$ cat config.mk
export PLATFORM = sky130hd
export DESIGN_NAME = aon_pmu_top
export DESIGN_NICKNAME = d
export VERILOG_FILES = /design/src/logic/aon_pkg.sv /design/src/logic/aon_pmu_top.sv /design/src/logic/pmu_int_regs.sv /design/src/logic/sleep_wake_sync.sv /design/src/logic/adc_result_capture.sv /design/src/logic/sync_chain.sv
export SDC_FILE = /design/constraint.sdc
export NUM_CORES = 1
export LEC_CHECK = 0
export CORE_AREA = 2 2 79 81
export CTS_CLUSTER_SIZE = 25
export DETAILED_ROUTE_END_ITERATION = 16
export DIE_AREA = 0 0 81 83
export DONT_BUFFER_PORTS = 1
export GPL_ROUTABILITY_DRIVEN = 0
export PLACE_DENSITY = 0.37
export SLEW_MARGIN = 10
export SYNTH_ARGS = -nofsm -noshare
export SYNTH_HDL_FRONTEND = slang
export SYNTH_SLANG_ARGS = --single-unit
$ cat constraint.sdc
create_clock -name clk_16m -period 1.6 [get_ports clk_16m]
set_input_delay 0.24 -clock clk_16m [delete_from_list [all_inputs] [get_ports clk_16m]]
set_output_delay 0.24 -clock clk_16m [all_outputs]
set_load 0.02 [all_outputs]
$ cat src/logic/aon_pkg.sv
// Shared types and APB register offsets of the always-on PMU block, addresses are word offsets
`default_nettype none

package aon_pkg;

  // widths with a meaning of their own
  typedef logic [11:0] adc_data_t;     // one ADC conversion result
  typedef logic [5:0]  apb_addr_t;     // byte address bits 7 down to 2
  typedef logic [31:0] apb_data_t;
  typedef logic [1:0]  int_vec_t;      // bit 0 adc capture, bit 1 wake

  // APB master request, 41 bits
  typedef struct packed {
    logic      psel;
    logic      penable;
    logic      pwrite;
    apb_addr_t paddr;
    apb_data_t pwdata;
  } apb_req_t;

  // ADC capture result, 13 bits
  typedef struct packed {
    logic      captured;               // one clk_16m cycle per sample
    adc_data_t data;                   // holds until next capture
  } adc_result_t;

  // power state as seen in clk_16m, wake is bit 1 and iso is bit 0
  typedef struct packed {
    logic wake;
    logic iso;
  } pwr_state_t;

  // register word offsets
  localparam apb_addr_t REG_INT_STA  = 6'd0;  // w1c
  localparam apb_addr_t REG_INT_MSK  = 6'd1;
  localparam apb_addr_t REG_ADC_DATA = 6'd2;  // read only
  localparam apb_addr_t REG_PWR_STA  = 6'd3;  // read only

endpackage

`default_nettype wire
$ cat src/logic/aon_pmu_top.sv
// Fast clock side of the always-on PMU, every input is sampled on clk_16m with one async reset
`timescale 1ns/10ps
`default_nettype none

module aon_pmu_top
  import aon_pkg::*;
#(
  parameter int ADC_SYNC_DEPTH = 3,
  parameter int ISO_STAGES     = 5,
  parameter int WAKE_STAGES    = 5
) (
  input  wire logic      clk_16m,
  input  wire logic      rstn_16m,
  // APB slave
  input  wire apb_req_t  i_apb,
  output apb_data_t      o_prdata,
  output logic           o_pready,
  // ADC
  input  wire logic      i_adc_done,
  input  wire adc_data_t i_adc_data,
  // sleep controller
  input  wire logic      i_sleep_iso,
  input  wire logic      i_wake_event,
  // outputs to core and analog
  output logic           o_pmu_iso,
  output logic           o_cpu_wakeup,
  output logic           o_int_irq
);

  adc_result_t adc_result;
  pwr_state_t  pwr;

  adc_result_capture #(
    .ADC_SYNC_DEPTH (ADC_SYNC_DEPTH)
  ) u_adc_result_capture (
    .clk_16m    (clk_16m),
    .rstn_16m   (rstn_16m),
    .i_adc_done (i_adc_done),
    .i_adc_data (i_adc_data),
    .o_result   (adc_result)
  );

  sleep_wake_sync #(
    .ISO_STAGES  (ISO_STAGES),
    .WAKE_STAGES (WAKE_STAGES)
  ) u_sleep_wake_sync (
    .clk_16m      (clk_16m),
    .rstn_16m     (rstn_16m),
    .i_sleep_iso  (i_sleep_iso),
    .i_wake_event (i_wake_event),
    .o_pwr        (pwr)
  );

  pmu_int_regs u_pmu_int_regs (
    .clk_16m   (clk_16m),
    .rstn_16m  (rstn_16m),
    .i_apb     (i_apb),
    .i_result  (adc_result),
    .i_pwr     (pwr),
    .o_prdata  (o_prdata),
    .o_pready  (o_pready),
    .o_int_irq (o_int_irq)
  );

  assign o_pmu_iso    = pwr.iso;   // to analog isolation cells
  assign o_cpu_wakeup = pwr.wake;  // to core

endmodule

`default_nettype wire

$ cat src/logic/pmu_int_regs.sv
// APB interrupt and status registers with no wait states, unmapped addresses read zero and ignore writes
`timescale 1ns/10ps
`default_nettype none

module pmu_int_regs
  import aon_pkg::*;
(
  input  wire logic        clk_16m,
  input  wire logic        rstn_16m,
  input  wire apb_req_t    i_apb,
  input  wire adc_result_t i_result,
  input  wire pwr_state_t  i_pwr,
  output apb_data_t        o_prdata,
  output logic             o_pready,
  output logic             o_int_irq
);

  logic     access;
  logic     wr_en;
  logic     rd_en;
  logic     sta_wr;
  logic     msk_wr;
  logic     wake_d;
  logic     wake_rise;
  int_vec_t int_set;
  int_vec_t int_clr;
  int_vec_t int_sta;
  int_vec_t int_msk;

  // APB decode
  assign access = i_apb.psel & i_apb.penable;
  assign wr_en  = access & i_apb.pwrite;
  assign rd_en  = access & ~i_apb.pwrite;
  assign sta_wr = wr_en && (i_apb.paddr == REG_INT_STA);
  assign msk_wr = wr_en && (i_apb.paddr == REG_INT_MSK);

  assign o_pready = access;  // no wait states

  // wake level rising edge
  always_ff @(posedge clk_16m or negedge rstn_16m)
  begin
    if (!rstn_16m)
    begin
      wake_d <= 1'b0;
    end
    else
    begin
      wake_d <= i_pwr.wake;
    end
  end

  assign wake_rise = i_pwr.wake & ~wake_d;

  assign int_set = {wake_rise, i_result.captured};
  assign int_clr = sta_wr ? i_apb.pwdata[1:0] : '0;  // write one to clear

  // status and mask
  always_ff @(posedge clk_16m or negedge rstn_16m)
  begin
    if (!rstn_16m)
    begin
      int_sta <= '0;
      int_msk <= '0;
    end
    else
    begin
      int_sta <= (int_sta & ~int_clr) | int_set;  // set wins over clear
      if (msk_wr)
      begin
        int_msk <= i_apb.pwdata[1:0];
      end
    end
  end

  assign o_int_irq = |(int_sta & int_msk);

  // read mux, valid during ACCESS only
  always_comb
  begin
    o_prdata = '0;
    if (rd_en)
    begin
      case (i_apb.paddr)
        REG_INT_STA:  o_prdata = {30'd0, int_sta};
        REG_INT_MSK:  o_prdata = {30'd0, int_msk};
        REG_ADC_DATA: o_prdata = {20'd0, i_result.data};
        REG_PWR_STA:  o_prdata = {30'd0, i_pwr};  // bit 1 wake, bit 0 iso
        default:      o_prdata = '0;
      endcase
    end
  end

endmodule

`default_nettype wire

$ cat src/logic/sleep_wake_sync.sv
// Sleep isolation stretch and wake delay into clk_16m, inputs are slow levels from the sleep controller
`timescale 1ns/10ps
`default_nettype none

module sleep_wake_sync
  import aon_pkg::*;
#(
  parameter int ISO_STAGES  = 5,   // stages ORed into the isolation level
  parameter int WAKE_STAGES = 5    // total flops from wake event to wake level
) (
  input  wire logic clk_16m,
  input  wire logic rstn_16m,
  input  wire logic i_sleep_iso,   // async level
  input  wire logic i_wake_event,  // async level
  output pwr_state_t o_pwr
);

  // first iso flop is only a capture stage and is left out of the OR
  localparam int ISO_DEPTH  = ISO_STAGES + 1;
  // last wake flop is the output register below
  localparam int WAKE_DEPTH = WAKE_STAGES - 1;

  logic [ISO_DEPTH-1:0]  iso_stages;
  logic [WAKE_DEPTH-1:0] wake_stages;
  logic                  iso_any;

  sync_chain #(
    .DEPTH    (ISO_DEPTH)
  ) u_iso_sync (
    .clk_16m  (clk_16m),
    .rstn_16m (rstn_16m),
    .i_async  (i_sleep_iso),
    .o_stages (iso_stages)
  );

  sync_chain #(
    .DEPTH    (WAKE_DEPTH)
  ) u_wake_sync (
    .clk_16m  (clk_16m),
    .rstn_16m (rstn_16m),
    .i_async  (i_wake_event),
    .o_stages (wake_stages)
  );

  // isolation rises early and drops only once the whole chain is clear
  assign iso_any = |iso_stages[ISO_DEPTH-1:1];

  always_ff @(posedge clk_16m or negedge rstn_16m)
  begin
    if (!rstn_16m)
    begin
      o_pwr.iso  <= 1'b0;
      o_pwr.wake <= 1'b0;
    end
    else
    begin
      o_pwr.iso  <= iso_any;                    // glitch free stretched level
      o_pwr.wake <= wake_stages[WAKE_DEPTH-1];
    end
  end

endmodule

`default_nettype wire

$ cat src/logic/adc_result_capture.sv
// ADC sample capture on the synchronized done edge, data must stay stable while done is high
`timescale 1ns/10ps
`default_nettype none

module adc_result_capture
  import aon_pkg::*;
#(
  parameter int ADC_SYNC_DEPTH = 3
) (
  input  wire logic      clk_16m,
  input  wire logic      rstn_16m,
  input  wire logic      i_adc_done,   // async completion strobe
  input  wire adc_data_t i_adc_data,   // async sample bus
  output adc_result_t    o_result
);

  logic [ADC_SYNC_DEPTH-1:0] done_stages;
  logic                      done_rise;

  sync_chain #(
    .DEPTH    (ADC_SYNC_DEPTH)
  ) u_done_sync (
    .clk_16m  (clk_16m),
    .rstn_16m (rstn_16m),
    .i_async  (i_adc_done),
    .o_stages (done_stages)
  );

  // rising edge seen between the last two stages
  assign done_rise = done_stages[ADC_SYNC_DEPTH-2] & ~done_stages[ADC_SYNC_DEPTH-1];

  // sample bus has been stable for several cycles by the time the edge is seen
  always_ff @(posedge clk_16m or negedge rstn_16m)
  begin
    if (!rstn_16m)
    begin
      o_result.captured <= 1'b0;
      o_result.data     <= '0;
    end
    else
    begin
      o_result.captured <= done_rise;       // single cycle pulse
      if (done_rise)
      begin
        o_result.data <= i_adc_data;        // hold until next capture
      end
    end
  end

endmodule

`default_nettype wire

$ cat src/logic/sync_chain.sv
// Level synchronizer into clk_16m with every stage visible, only for slow levels and not for buses
`timescale 1ns/10ps
`default_nettype none

module sync_chain #(
  parameter int DEPTH = 3
) (
  input  wire logic             clk_16m,
  input  wire logic             rstn_16m,
  input  wire logic             i_async,   // asynchronous level
  output logic      [DEPTH-1:0] o_stages   // stage 0 is the first flop
);

  always_ff @(posedge clk_16m or negedge rstn_16m)
  begin
    if (!rstn_16m)
    begin
      o_stages <= '0;
    end
    else
    begin
      o_stages[0] <= i_async;
      for (int i = 1; i < DEPTH; i++)
      begin
        o_stages[i] <= o_stages[i-1];  // shift toward the last stage
      end
    end
  end

endmodule

`default_nettype wire

# == Word level (Yosys, flattened, before mapping) ==
# Index checks and enable logic that the tools add are counted.
# totals
ramBits,0
out_inout_bits,36
mem_bits_ro,0
latch_bits,0
n_memories,0
word_cells,33
reg_bits,33
# classes
div,0
reduce_logical,5
shifts,0
mux,3
eq_ne,3
n_mul,0
order_cmp,0
add_sub_neg,0
n_bitwise,12
# ops
op,count
$pmux 12 s4,1
$eq 6x2->1 const B,2
$mux 12,1
$eq 6x1->1 const B,1
$logic_not 6->1,1
$and 1x1->1,5
$reduce_or 5->1,1
$and 2x2->2,2
$not 1->1,3
$logic_and 1x1->1,2
$mux 2,1
$not 2->2,1
$or 2x2->2,1
$reduce_or 2->1,1

# == Logic depth before layout (Yosys ltp) ==
# Gate-level depths: netlist (run 1).
# depth
word_depth,7
ltp_mapped,5
mapped_depth_nobuf,3

# == Modules after synthesis ==
# From an unflattened synthesis (run 1), not the netlist that was laid out.
# hier_totals
hier_cells,102
hier_area_um2,1453.9
# by_module_without_submodules
module,instances,area_per_inst_um2,cells_per_inst,seq_area_each_um2
pmu_int_regs,1,538.0,57,125.1
adc_result_capture,1,528.0,27,325.3
sync_chain at u_sleep_wake_sync.u_iso_sync,1,150.1,6,150.1
sync_chain at u_sleep_wake_sync.u_wake_sync,1,100.1,4,100.1
sync_chain at u_adc_result_capture.u_done_sync,1,75.1,3,75.1
sleep_wake_sync,1,62.6,5,50.0

# == Worst setup path after synthesis (run 1) ==
# No wires, ideal clock.
# synth_timing
path_kind,input to output
start,in i_apb[35] (netlist name)
end,out o_prdata[10]
n_path_buf,1
required_ps,1360
setup_slack_ps,203
path_stages,4
arrival_time_ps,1157
cell_sequence,nor4_4 -> and4b_1 -> buf_4 -> and2_1
# synth_via
elab_chain_len,3
elab_cells_between_ends,6
cone_classes,eq/ne (3); mux (2); reduce/logical (1)
# synth_rtl
item,line,text
from (decl),aon_pmu_top.sv:15,"input wire apb_req_t i_apb,"
"$eq 6x2->1, or another cell as far along",pmu_int_regs.sv:83,case (i_apb.paddr)
$pmux 12 s4 *,pmu_int_regs.sv:83,
$mux 12 *,pmu_int_regs.sv:81,if (rd_en)
to (decl),aon_pmu_top.sv:16,"output apb_data_t o_prdata,"
# Mark *: on every way between the ends. The rest lies on a longest branch, timed or not.

# == Worst setup path in the final report (run 1) ==
# layout_timing
start,reg u_pmu_int_regs.int_sta[1]
end,out o_prdata[1]
# layout_via
elab_chain_len,2
# layout_rtl
item,line,text
from (decl),pmu_int_regs.sv:27,int_vec_t int_sta;
from (signal assigned),pmu_int_regs.sv:67,int_sta <= (int_sta & ~int_clr) | int_set;
$pmux 12 s4,pmu_int_regs.sv:83,
$mux 12,pmu_int_regs.sv:81,
# No other way between the ends.

==> results.tsv, run 1 <==
stage	metric	value	unit
place	Placed Area	1460	sq um
global_route	largest net degree at the start of global routing	34	
power	Net Switching	0.435	mW
global_route	global route overflow	0	
logic_synthesis	xor and xnor area share after synthesis	0	%
final_layout	# fillers	609	
worst_setup_path	Worst Path Arrival	1.33	ns
sta	count of final setup violators	0	
place	Cells after DPL	180	
sta	Hold Vio Cnt, Final	0	
logic_synthesis	Yosys warning count	0	
power	static leakage	0.747	nW
worst_setup_path	CP required	1.36	ns
worst_setup_path	crit path kind	register to output port	
job	Max Cap Viol	0	
sta	RSZ-0062 raised after global routing	yes	
worst_setup_path	Slowest Stage Delay on Critical Path	0.48	ns
clock_network	Longest Clk Path Bufs	2	
min_path	HP Class	input pin to register	
sta	ratio of final minimum period to clock period	98.0	%
global_route	Tot GR Track Use	7.74	%
floorplan	die area	6720	sq um
logic_synthesis	Yosys cell types	21	
logic_synthesis	Avg Cell Area, Syn	13.7	sq um
logic_synthesis	Synth Register Bits	33	
global_route	global-route wire length before repair	3960	um
routing	Avg WL per Cell	12.2	um
worst_setup_path	CP cell instances	mux4_2 > nor2b_4	
power	combinational share of power	8.2	%
place	pre-CTS WS	0.0720	ns
power	clock share of power	46.2	%
floorplan	Starting Density	24.5	%
sta	worst setup margin	0.0328	ns
logic_synthesis	area of the mapped netlist	1430	sq um
floorplan	DIE HEIGHT	83	um
power	Flop pwr share	45.6	%
power	VDD IR max	0.000581	V
clock_network	Clock Sinks	33	
power	Power Internal	1.60	mW
sta	f_max	0.638	GHz
global_route	vias in the first global route	798	
place	HPWL Detailed	1770	um
place	IO Port Bufs	0	
worst_setup_path	slowest CP cell	mux4_2	
clock_network	CTS Buf Count	5	
routing	1st-iter DRT viols	19	
routing	Routed Antenna Nets	0	
final_layout	final net count	177	
logic_synthesis	simple-gate share of the synthesized area	13.4	%
final_layout	share of cells above drive strength 1	19.2	%
clock_network	CTS tree	built	
power	PwrDens	1210	nW/um^2
routing	Avg Vias per Cell	3.75	
clock_network	worst-skew pair later-pin latency	0.28	ns
floorplan	CORE AREA	5820	sq um
sta	worst hold margin	0.0821	ns
sta	Final Slew Violations	0	
power	Switching Share	21.4	%
sta	Final Critical Period	1.57	ns
final_layout	Layout Area Growth over Synthesis	18.2	%
worst_setup_path	startpoint types	register	
floorplan	Die X	81	um
clock_network	H-tree depth	2	
routing	router iterations before antenna repair	2	
final_layout	Cell Count, Final, Fillers Out	196	
logic_synthesis	largest family of logic cells by synthesized area	multiplexers	
routing	number of remaining DRC errors	0	
clock_network	root buffer cell	clkbuf_8	
logic_synthesis	part of the Yosys area used for sequential elements	57.9	%
logic_synthesis	mux cell area share after synthesis	14.2	%
outcome	outcome	completed	
final_layout	Finished Cell Area	1690	sq um
sta	Setup Skew	0.00759	ns
floorplan	Ports	94	
worst_setup_path	crit-path max FO	3	
logic_synthesis	Compound-Gate Fraction of Synth Area	1.75	%
worst_setup_path	crit end category	output port	
global_route	initial antenna violation count	1	
routing	vias	735	
logic_synthesis	adder-cell share of the synthesized area	0	%
clock_network	Clk pin slew, worst setup/hold paths	0.07	ns
floorplan	Std-Cell Rows	28	
logic_synthesis	Post-Synthesis Cells	104	
routing	drt total wl	2400	um
[Yosys cell counts, drive strengths merged]
cell type	number	area share, %
conb	1	0.26
a22o	2	1.2
a21o	1	0.53
inv	1	0.26
mux2	14	11
nor2b	7	3.1
nor4	1	1.5
and4b	1	0.70
nor2	1	0.26
dfrtp	33	58
and2	11	5.0
nand4	3	1.8
mux4	2	3.2
buf	23	12
nand2	1	0.26
nor3	1	0.35
nand3b	1	0.53
[power by group through the flow]
stage                     Sequential, mW  Combinational, mW  Clock [mW]
after global routing               0.938              0.186        1.01
after detailed placement           0.946              0.134           0
final                              0.928              0.167       0.939
after CTS                          0.930              0.169       0.972
after global placement             0.943              0.131           0
after floorplan                    0.938              0.155           0
[flip-flops by register name, summed over array words and instances, names as in the netlist]
name                                       cells
u_adc_result_capture.o_result                 13
u_adc_result_capture.u_done_sync.o_stages      3
u_pmu_int_regs.int_msk                         2
u_pmu_int_regs.int_sta                         2
u_pmu_int_regs.wake_d                          1
u_sleep_wake_sync.o_pwr                        2
u_sleep_wake_sync.u_iso_sync.o_stages          6
u_sleep_wake_sync.u_wake_sync.o_stages         4
[critical path, delay by kind of cell, from the launching register on]
family           cells  cell delay [ns]
multiplexers         1             0.48
flip-flops           1             0.40
AND/OR/NAND/NOR      1             0.17
[path summary, 6_finish.rpt]
| path | from | endpoint | slack, ns | depth (start not counted) |
|---|---|---|---|---|
| worst min-delay path | i_adc_data[1] | u_adc_result_capture.o_result[1] | 0.08 | 1 |
| max in group asynchronous | rstn_16m | u_adc_result_capture.o_result[3] | 1.02 | 2 |
| min in group asynchronous | rstn_16m | u_adc_result_capture.o_result[0] | 0.40 | 2 |
| worst max register to register | u_adc_result_capture.u_done_sync.o_stages[1] | u_adc_result_capture.o_result[11] | 0.43 | 3 |
| worst max-delay path | u_pmu_int_regs.int_sta[1] | o_prdata[1] | 0.03 | 2 |
| worst min register to register | u_sleep_wake_sync.u_wake_sync.o_stages[2] | u_sleep_wake_sync.u_wake_sync.o_stages[3] | 0.34 | 0 |
[metal layers]
metal	track usage, %	vias to the layer above	share of wire (%)
li1	-	339	-
met1	9.66	346	43
met2	11.5	46	45
met3	3.48	4	11
met4	3.24	0	1.5
met5	0	-	0
[area by class of cell]
type                    count  area (sq um)  share of cell area, %
clock buffers               5          68.8                   4.08
flip-flops and latches     33           826                   49.0
multi-input cells          66           509                   30.2
diodes                      1          2.50                  0.148
inverters                   1          3.75                  0.223
repair buffers             12           113                   6.68
clock inverters             3          68.8                   4.08
well taps                  75          93.8                   5.57
[what timing repair did]
item,CTS,global route
pin swaps,0,0
hold endpoints to repair,36,0
buffers inserted,0,2
gates resized for setup,4,0
endpoints found under the setup margin,2,1
hold buffers,5,0
[per-stage QoR]
stage                     util (%)  power (mW)  setup TNS, ns
after floorplan                  -        1.09              0
after global placement        25.0        1.07              0
after detailed placement      25.0        1.08              0
after CTS                     28.7        2.07              0
after global routing          28.9        2.13        -0.0133
final                         29.0        2.03              0
[cells in the final DEF, fill, tap and decap left out, drive strengths merged]
cell type | netlist | routed
mux4 | 2 | 2
diode | 0 | 1
clkbuf | 0 | 5
bufinv | 0 | 2
a22o | 2 | 2
nand3b | 1 | 1
and4b | 1 | 1
dfrtp | 33 | 33
and2 | 11 | 11
inv | 1 | 2
nand2 | 1 | 1
dlygate4sd3 | 0 | 4
nor2 | 1 | 1
nor2b | 7 | 7
a21o | 1 | 1
conb | 1 | 20
nor4 | 1 | 1
nor3 | 1 | 1
mux2 | 14 | 14
nand4 | 3 | 3
buf | 23 | 8
[kinds of logic (layout without fill, tap and decap cells)]
| kind of cell | count (synthesis) | after routing |
|---|---|---|
| simple gates | 27 | 27 |
| flops | 33 | 33 |
| buf+inv | 24 | 21 |
| other cells | 1 | 21 |
| compound gates | 3 | 3 |
| mux | 16 | 16 |
(Power assumes the default switching activity.)
==> run 2, diff against run 1 <==
--- a/config.mk
+++ b/config.mk
@@ -5,14 +5,15 @@
 export SDC_FILE = /design/constraint.sdc
 export NUM_CORES = 1
 export LEC_CHECK = 0
-export CORE_AREA = 2 2 79 81
+export CORE_AREA = 2 2 80 82
 export CTS_CLUSTER_SIZE = 25
 export DETAILED_ROUTE_END_ITERATION = 16
-export DIE_AREA = 0 0 81 83
+export DIE_AREA = 0 0 82 84
 export DONT_BUFFER_PORTS = 1
 export GPL_ROUTABILITY_DRIVEN = 0
-export PLACE_DENSITY = 0.37
+export PLACE_DENSITY = 0.36
 export SLEW_MARGIN = 10
 export SYNTH_ARGS = -nofsm -noshare
 export SYNTH_HDL_FRONTEND = slang
+export SYNTH_HIERARCHICAL = 1
 export SYNTH_SLANG_ARGS = --single-unit
==> run 2 against run 1 <==
  * Register-to-register slack worse by 0.15 ns
  * Sequential power is 0.5% higher
  * Die area is 2.5% higher
  * Critical endpoint unchanged
  * Combinational power is 20% higher
  * Power is 5.1% lower
  * Clock skew is 0.0050 ns lower
  * Largest cell class unchanged
  * Global-route usage is 0.30 points higher
  * Synthesized cell count is 1.9% lower
  * Area after synthesis is 1.9% higher
  * The flow now finishes with violations (negative setup slack)
  * Sequential share of layout area is 0.50 points lower
  * First-iteration DRC count is 95% higher
==> results.tsv, run 2 <==
stage	metric	value	unit	change
outcome	outcome	finished with violations		
outcome	failing checks	negative setup slack		
worst_setup_path	Worst R2R End	u_adc_result_capture/o_result[10]		
global_route	largest net degree at the start of global routing	34		unchanged
logic_synthesis	area of the mapped netlist	1450	sq um	+1.9%
worst_setup_path	Worst Path Arrival	1.45	ns	+0.12 ns
worst_setup_path	R2R cell count	3		unchanged
clock_network	worst-skew pair later-pin latency	0.27	ns	about the same
logic_synthesis	Yosys top cell area share	56.8	%	-1.1 points
worst_setup_path	crit end category	output port		
floorplan	die area	6890	sq um	+2.5%
final_layout	Largest register FFs	13		unchanged
worst_setup_path	FF-to-FF setup slack	0.28	ns	-0.15 ns
floorplan	Starting Density	23.9	%	-0.68 points
global_route	initial antenna violation count	0		-1
sta	Final Critical Period	1.69	ns	+0.120 ns
logic_synthesis	Post-synth top cells	33 x dfrtp_1, 21 x buf_4, 11 x and2_1		
job	Max Cap Viol	0		unchanged
sta	ratio of final minimum period to clock period	105	%	+7.5 points
floorplan	Ports	94		unchanged
worst_setup_path	CP cell instances	mux4_2 > nor3b_1 > buf_4		
global_route	global route overflow	0		unchanged
sta	worst setup margin	-0.0872	ns	-0.120 ns
min_path	WHS Endpoint	u_adc_result_capture/o_result[2]		
routing	Routed Antenna Nets	0		unchanged
power	Flop pwr share	48.4	%	+2.8 points
clock_network	Clock Sinks	33		unchanged
floorplan	DIE HEIGHT	84	um	+1.2%
min_path	HP Class	input pin to register		
place	HPWL Detailed	1910	um	+7.6%
power	Switching Share	21.7	%	+0.34 points
final_layout	most frequent cells in the layout	33 x dfrtp_1, 20 x conb_1, 11 x buf_4, 11 x and2_1, 9 x mux2_4		
global_route	vias in the first global route	746		-6.5%
logic_synthesis	Async S/R FF share, synth	100	%	unchanged
worst_setup_path	slowest CP cell	mux4_2		
worst_setup_path	crit path kind	register to output port		
logic_synthesis	part of the Yosys area used for sequential elements	56.8	%	-1.1 points
clock_network	H-tree depth	2		unchanged
power	Total Power	1.93	mW	-5.1%
clock_network	root buffer cell	clkbuf_8		
floorplan	Std-Cell Rows	29		+3.6%
power	VDD IR max	0.000594	V	+2.4%
worst_setup_path	Slowest Stage Delay on Critical Path	0.48	ns	about the same
power	clock share of power	41.3	%	-4.9 points
logic_synthesis	largest area contributor in the netlist	dfrtp_1		
floorplan	CORE AREA	6100	sq um	+4.8%
sta	Hold Vio Cnt, Final	0		unchanged
clock_network	Longest Clk Path Bufs	2		unchanged
power	Net Switching	0.419	mW	-3.6%
final_layout	Biggest register	u_adc_result_capture/o_result		
logic_synthesis	Avg Cell Area, Syn	14.3	sq um	+3.9%
place	IO Port Bufs	0		unchanged
place	pre-CTS WS	0.0661	ns	-0.00584 ns
final_layout	final net count	180		+1.7%
global_route	Tot GR Track Use	8.04	%	+0.30 points
sta	f_max	0.593	GHz	-7.1%
logic_synthesis	Synth Register Bits	33		unchanged
worst_setup_path	crit-path max FO	2		-1
power	static leakage	0.777	nW	+3.9%
logic_synthesis	Yosys cell types	22		+4.8%
logic_synthesis	Main synth FF type	dfrtp_1		
power	Power Internal	1.51	mW	-5.5%
logic_synthesis	largest cells by area after synthesis	dfrtp_1 57%, buf_4 11%, mux2_4 9.3%, and2_1 4.7%, mux2_2 3.9%		
final_layout	ANT cells	0		-1
floorplan	Die X	82	um	+1.2%
clock_network	CTS tree	built		
sta	RSZ-0062 raised after global routing	yes		
sta	Setup Skew	0.00254	ns	-0.00505 ns
clock_network	CTS resizes	0		-4
routing	Avg WL per Cell	13.0	um	+6.5%
logic_synthesis	Yosys warning count	6		+6
sta	Final Slew Violations	0		unchanged
final_layout	biggest regs	u_adc_result_capture/o_result: 13 flops, u_sleep_wake_sync/u_iso_sync/o_stages: 6 flops, u_sleep_wake_sync/u_wake_sync/o_stages: 4 flops		
routing	router iterations before antenna repair	4		+2
min_path	hold_sp	i_adc_data[2]		
final_layout	commonest non-fill, non-tap cell in the layout	dfrtp_1		
routing	vias	772		+5.0%
routing	drt total wl	2610	um	+8.7%
min_path	Worst Hold Path Cells	1		unchanged
routing	1st-iter DRT viols	37		+18
worst_setup_path	CP required	1.36	ns	about the same
clock_network	Clk pin slew, worst setup/hold paths	0.07	ns	about the same
final_layout	Cell Count, Final, Fillers Out	200		+2.0%
final_layout	Layout Area Growth over Synthesis	17.1	%	
logic_synthesis	Post-synth EDFFs	0		unchanged
sta	count of final setup violators	2		+2
sta	worst hold margin	0.109	ns	+0.0270 ns
logic_synthesis	Post-Synthesis Cells	102		-1.9%
power	combinational share of power	10.4	%	+2.2 points
place	Cells after DPL	182		+1.1%
worst_setup_path	R2R Path Start	u_adc_result_capture/u_done_sync/o_stages[2]		
global_route	global-route wire length before repair	3960	um	unchanged
clock_network	CTS Buf Count	5		unchanged
final_layout	share of cells above drive strength 1	31.7	%	+13 points
worst_setup_path	startpoint types	register		
routing	number of remaining DRC errors	0		unchanged
power	PwrDens	1130	nW/um^2	-6.1%
routing	Avg Vias per Cell	3.86		+2.9%
logic_synthesis	count leader, synth	dfrtp_1		
-- run 2: power by group through the flow --
| stage | logic (mW) | clock network, mW | registers [mW] |
|---|---|---|---|
| global route | 0.217 | 0.873 | 0.943 |
| CTS | 0.201 | 0.834 | 0.935 |
| detailed placement | 0.162 | 0 | 0.952 |
| global placement | 0.160 | 0 | 0.949 |
| floorplan | 0.187 | 0 | 0.941 |
| finish | 0.200 | 0.796 | 0.933 |
-- run 2: worst max-delay path, delay by kind of cell (launching register included) --
kind	cells	cell delay, ns
flip-flops	1	0.38
AND/OR/NAND/NOR	1	0.16
buffers and inverters	1	0.15
multiplexers	1	0.48
-- run 2: cells by family (layout without fill, tap and decap cells) --
group,Yosys count,after routing,synth area share (%)
DFF,33,33,56.8
and+or+nand+nor,26,26,12.5
buffers and inverters,23,25,12.5
muxes,16,16,16.3
AOI/OAI and AO/OA,3,3,1.72
other,1,20,0.258
-- run 2: per-stage QoR --
stage / instance area [sq um] / utilization (%) / TNS (ns)
5_1_grt: 1700 / 27.9 / -0.264
3_3_place_gp: 1490 / 24.4 / 0
4_1_cts: 1690 / 27.7 / -0.207
2_1_floorplan: 1530 / - / 0
6_report: 1700 / 27.9 / -0.171
3_5_place_dp: 1490 / 24.4 / 0
-- run 2: what timing repair did --
action / CTS / global route
buffers inserted: 3 / 2
endpoints found under the setup margin: 2 / 2
hold buffers: 5 / 0
pin swaps: 0 / 0
hold endpoints to repair: 36 / 0
-- run 2: how the worst max path moves through the flow --
stage	start	endpoint	slack [ns]	cells past startpoint
5_1_grt	u_sleep_wake_sync/o_pwr[1]	o_prdata[1]	-0.14	3
4_1_cts	u_sleep_wake_sync/o_pwr[1]	o_prdata[1]	-0.10	3
6_report	u_sleep_wake_sync/o_pwr[1]	o_prdata[1]	-0.09	3
3_3_place_gp	i_apb[36]	o_prdata[2]	0.09	3
2_1_floorplan	u_sleep_wake_sync/o_pwr[1]	o_prdata[1]	0.12	2
3_5_place_dp	i_apb[36]	o_prdata[2]	0.07	3
-- run 2: cell type report --
type | instances | area (sq um)
Multi-Input combinational cell | 65 | 518
Clock buffer | 7 | 86.3
Sequential cell | 33 | 826
Timing Repair Buffer | 16 | 143
Clock inverter | 1 | 30.0
Fill cell | 622 | 4390
Inverter | 1 | 3.75
Tap cell | 77 | 96.3
-- run 2: layer usage --
layer	part of all wire, %	GRT usage [%]	wire length, um
met3	9.6	3.57	251
met4	0.88	3.64	23
met1	41	9.81	1060
met5	0	0	0
met2	49	12.0	1270
==> run 3, diff against run 2 <==
--- a/config.mk
+++ b/config.mk
@@ -5,10 +5,11 @@
 export SDC_FILE = /design/constraint.sdc
 export NUM_CORES = 1
 export LEC_CHECK = 0
-export CORE_AREA = 2 2 80 82
+export CAP_MARGIN = 10
+export CORE_AREA = 10 10 88 90
 export CTS_CLUSTER_SIZE = 25
 export DETAILED_ROUTE_END_ITERATION = 16
-export DIE_AREA = 0 0 82 84
+export DIE_AREA = 0 0 98 100
 export DONT_BUFFER_PORTS = 1
 export GPL_ROUTABILITY_DRIVEN = 0
 export PLACE_DENSITY = 0.36
==> run 3 against run 2 <==
  * The flow still finishes with violations (negative setup slack)
  * Global-route usage down 1.6 points
  * Clock skew rose by 0.0017 ns
  * Final cell count is the same
  * Count of clock-buffer cells in the layout is 2 lower
  * Fmax rose by 1.1%
  * Hold slack is essentially flat
  * Clock power down 6.8%
  * Core utilization fell by 0.25 points
  * First-iteration DRC count down 49%
  * Via count down 3.8%
  * Largest cell class unchanged
==> results.tsv, run 3 (same netlist as run 2, synthesis figures left out) <==
stage	metric	value	unit	change
final_layout	commonest non-fill, non-tap cell in the layout	dfrtp_1		
power	clock share of power	39.5	%	-1.8 points
routing	metal2 WL	1390	um	+9.0%
sta	count of final setup violators	2		unchanged
global_route	Tot GR Track Use	6.45	%	-1.6 points
routing	Routed Antenna Nets	0		unchanged
worst_setup_path	crit path kind	register to output port		
job	Max Cap Viol	0		unchanged
power	Switching Share	22.6	%	+0.87 points
routing	drt total wl	3060	um	+17%
worst_setup_path	Worst Path Arrival	1.43	ns	-0.02 ns
sta	Final Slew Violations	0		unchanged
power	static leakage	0.778	nW	+0.17%
clock_network	H-tree depth	2		unchanged
routing	Avg Vias per Cell	3.72		-3.8%
worst_setup_path	crit-path max FO	2		unchanged
min_path	HP Class	input pin to register		
final_layout	Biggest register	u_adc_result_capture/o_result		
routing	number of remaining DRC errors	0		unchanged
final_layout	biggest regs	u_adc_result_capture/o_result: 13 flops, u_sleep_wake_sync/u_iso_sync/o_stages: 6 flops, u_sleep_wake_sync/u_wake_sync/o_stages: 4 flops		
final_layout	ANT cells	0		unchanged
clock_network	CTS Buf Count	5		unchanged
floorplan	die area	9800	sq um	+42%
place	IO Port Bufs	0		unchanged
final_layout	share of cells above drive strength 1	32.5	%	+0.81 points
global_route	initial antenna violation count	0		unchanged
final_layout	most frequent cells in the layout	33 x dfrtp_1, 20 x conb_1, 12 x buf_4		
floorplan	Std-Cell Rows	29		unchanged
global_route	largest net degree at the start of global routing	34		unchanged
final_layout	final net count	181		+0.56%
worst_setup_path	crit end category	output port		
place	Cells after DPL	184		+1.1%
sta	Hold Vio Cnt, Final	0		unchanged
clock_network	Longest Clk Path Bufs	2		unchanged
power	Flop pwr share	49.8	%	+1.4 points
worst_setup_path	CP required	1.36	ns	about the same
power	combinational share of power	10.7	%	+0.3 points
final_layout	Largest register FFs	13		unchanged
sta	ratio of final minimum period to clock period	104	%	-1.1 points
global_route	vias in the first global route	926		+24%
outcome	failing checks	negative setup slack		
routing	M1 wire length	1230	um	+17%
sta	Final Critical Period	1.67	ns	-0.0183 ns
sta	f_max	0.599	GHz	+1.1%
floorplan	Ports	94		unchanged
final_layout	post-layout util	27.7	%	-0.25 points
sta	RSZ-0062 raised after global routing	yes		
routing	vias	743		-3.8%
floorplan	Starting Density	23.7	%	-0.14 points
routing	uppermost routed layer	met4		
floorplan	DIE HEIGHT	100	um	+19%
sta	worst hold margin	0.109	ns	+0.000364 ns
clock_network	Clk pin slew, worst setup/hold paths	0.06	ns	about the same
routing	router iterations before antenna repair	3		-1
place	Placed Area	1500	sq um	+1.0%
global_route	global-route wire length before repair	4980	um	+26%
floorplan	Die X	98	um	+20%
final_layout	Cell Count, Final, Fillers Out	200		unchanged
routing	1st-iter DRT viols	19		-49%
final_layout	Layout Area Growth over Synthesis	16.8	%	
worst_setup_path	startpoint types	register		
clock_network	worst-skew pair later-pin latency	0.28	ns	about the same
sta	worst setup margin	-0.0689	ns	+0.0183 ns
place	HPWL Detailed	2370	um	+24%
global_route	global route overflow	0		unchanged
routing	WL met3	426	um	+70%
outcome	outcome	finished with violations		
clock_network	Clock Sinks	33		unchanged
power	PwrDens	1110	nW/um^2	-2.5%
floorplan	CORE AREA	6130	sq um	+0.60%
clock_network	root buffer cell	clkbuf_8		
clock_network	CTS tree	built		
routing	Avg WL per Cell	15.3	um	+17%
final_layout	Finished Cell Area	1700	sq um	-0.29%
power	VDD IR max	0.000463	V	-22%
power	Power Internal	1.45	mW	-3.8%
clock_network	CTS resizes	0		unchanged
power	Net Switching	0.424	mW	+1.2%
sta	Setup Skew	0.00425	ns	+0.00171 ns
==> run 3: changes by cell type in the layout (fill, tap and decap cells not counted) <==
cell and change:
buf_4 +1, clkinv_2 +1, clkbuf_1 -1, clkbuf_8 -1
==> run 3: critical path: stages, from the launching register on <==
cell	delay, ns
dfrtp_1	0.39
mux4_2	0.46
nor3b_1	0.15
buf_4	0.15
==> run 3: worst paths after layout <==
path	depth (start not counted)	to	start	slack, ns
worst max register to register	3	u_adc_result_capture/o_result[2]	u_adc_result_capture/u_done_sync/o_stages[2]	0.35
worst max-delay path	3	o_prdata[1]	u_adc_result_capture/o_result[1]	-0.07
min in group asynchronous	2	u_sleep_wake_sync/u_wake_sync/o_stages[0]	rstn_16m	0.40
worst min-delay path	1	u_adc_result_capture/o_result[10]	i_adc_data[10]	0.11
max in group asynchronous	2	u_adc_result_capture/o_result[3]	rstn_16m	1.03
worst min register to register	0	u_sleep_wake_sync/u_iso_sync/o_stages[1]	u_sleep_wake_sync/u_iso_sync/o_stages[0]	0.35
==> run 3: layer usage <==
layer | global-route usage [%] | vias to the layer above
li1 | - | 345
met1 | 7.52 | 353
met2 | 9.24 | 43
met3 | 4.26 | 2
met4 | 2.35 | 0
met5 | 0 | -
==> run 3: cell type report <==
| type | instances | area, sq um |
|---|---|---|
| Tap cell | 77 | 96.3 |
| Sequential cell | 33 | 826 |
| Multi-Input combinational cell | 65 | 518 |
| Fill cell | 629 | 4430 |
| Clock inverter | 2 | 35.0 |
| Inverter | 1 | 3.75 |
| Timing Repair Buffer | 17 | 150 |
| Clock buffer | 5 | 68.8 |
==> run 3: power groups by stage <==
stage,Sequential [mW],Clock (mW),Combinational (mW)
CTS,0.936,0.777,0.201
floorplan,0.941,0,0.187
detailed placement,0.951,0,0.167
global route,0.944,0.818,0.219
global placement,0.948,0,0.163
finish,0.935,0.742,0.200
==> run 3: timing repair <==
item / in CTS / in global routing
hold buffers: 5 / 0
endpoints found under the setup margin: 2 / 2
setup buffers: 4 / 0
endpoints found under the hold margin: 36 / 0
==> run 3: through the flow <==
step                setup TNS, ns  worst slack (ns)  power, mW
global placement                0             0.193       1.11
finish                     -0.129           -0.0689       1.88
global route               -0.232            -0.116       1.98
floorplan                       0             0.117       1.13
CTS                        -0.161           -0.0878       1.91
detailed placement              0             0.179       1.12
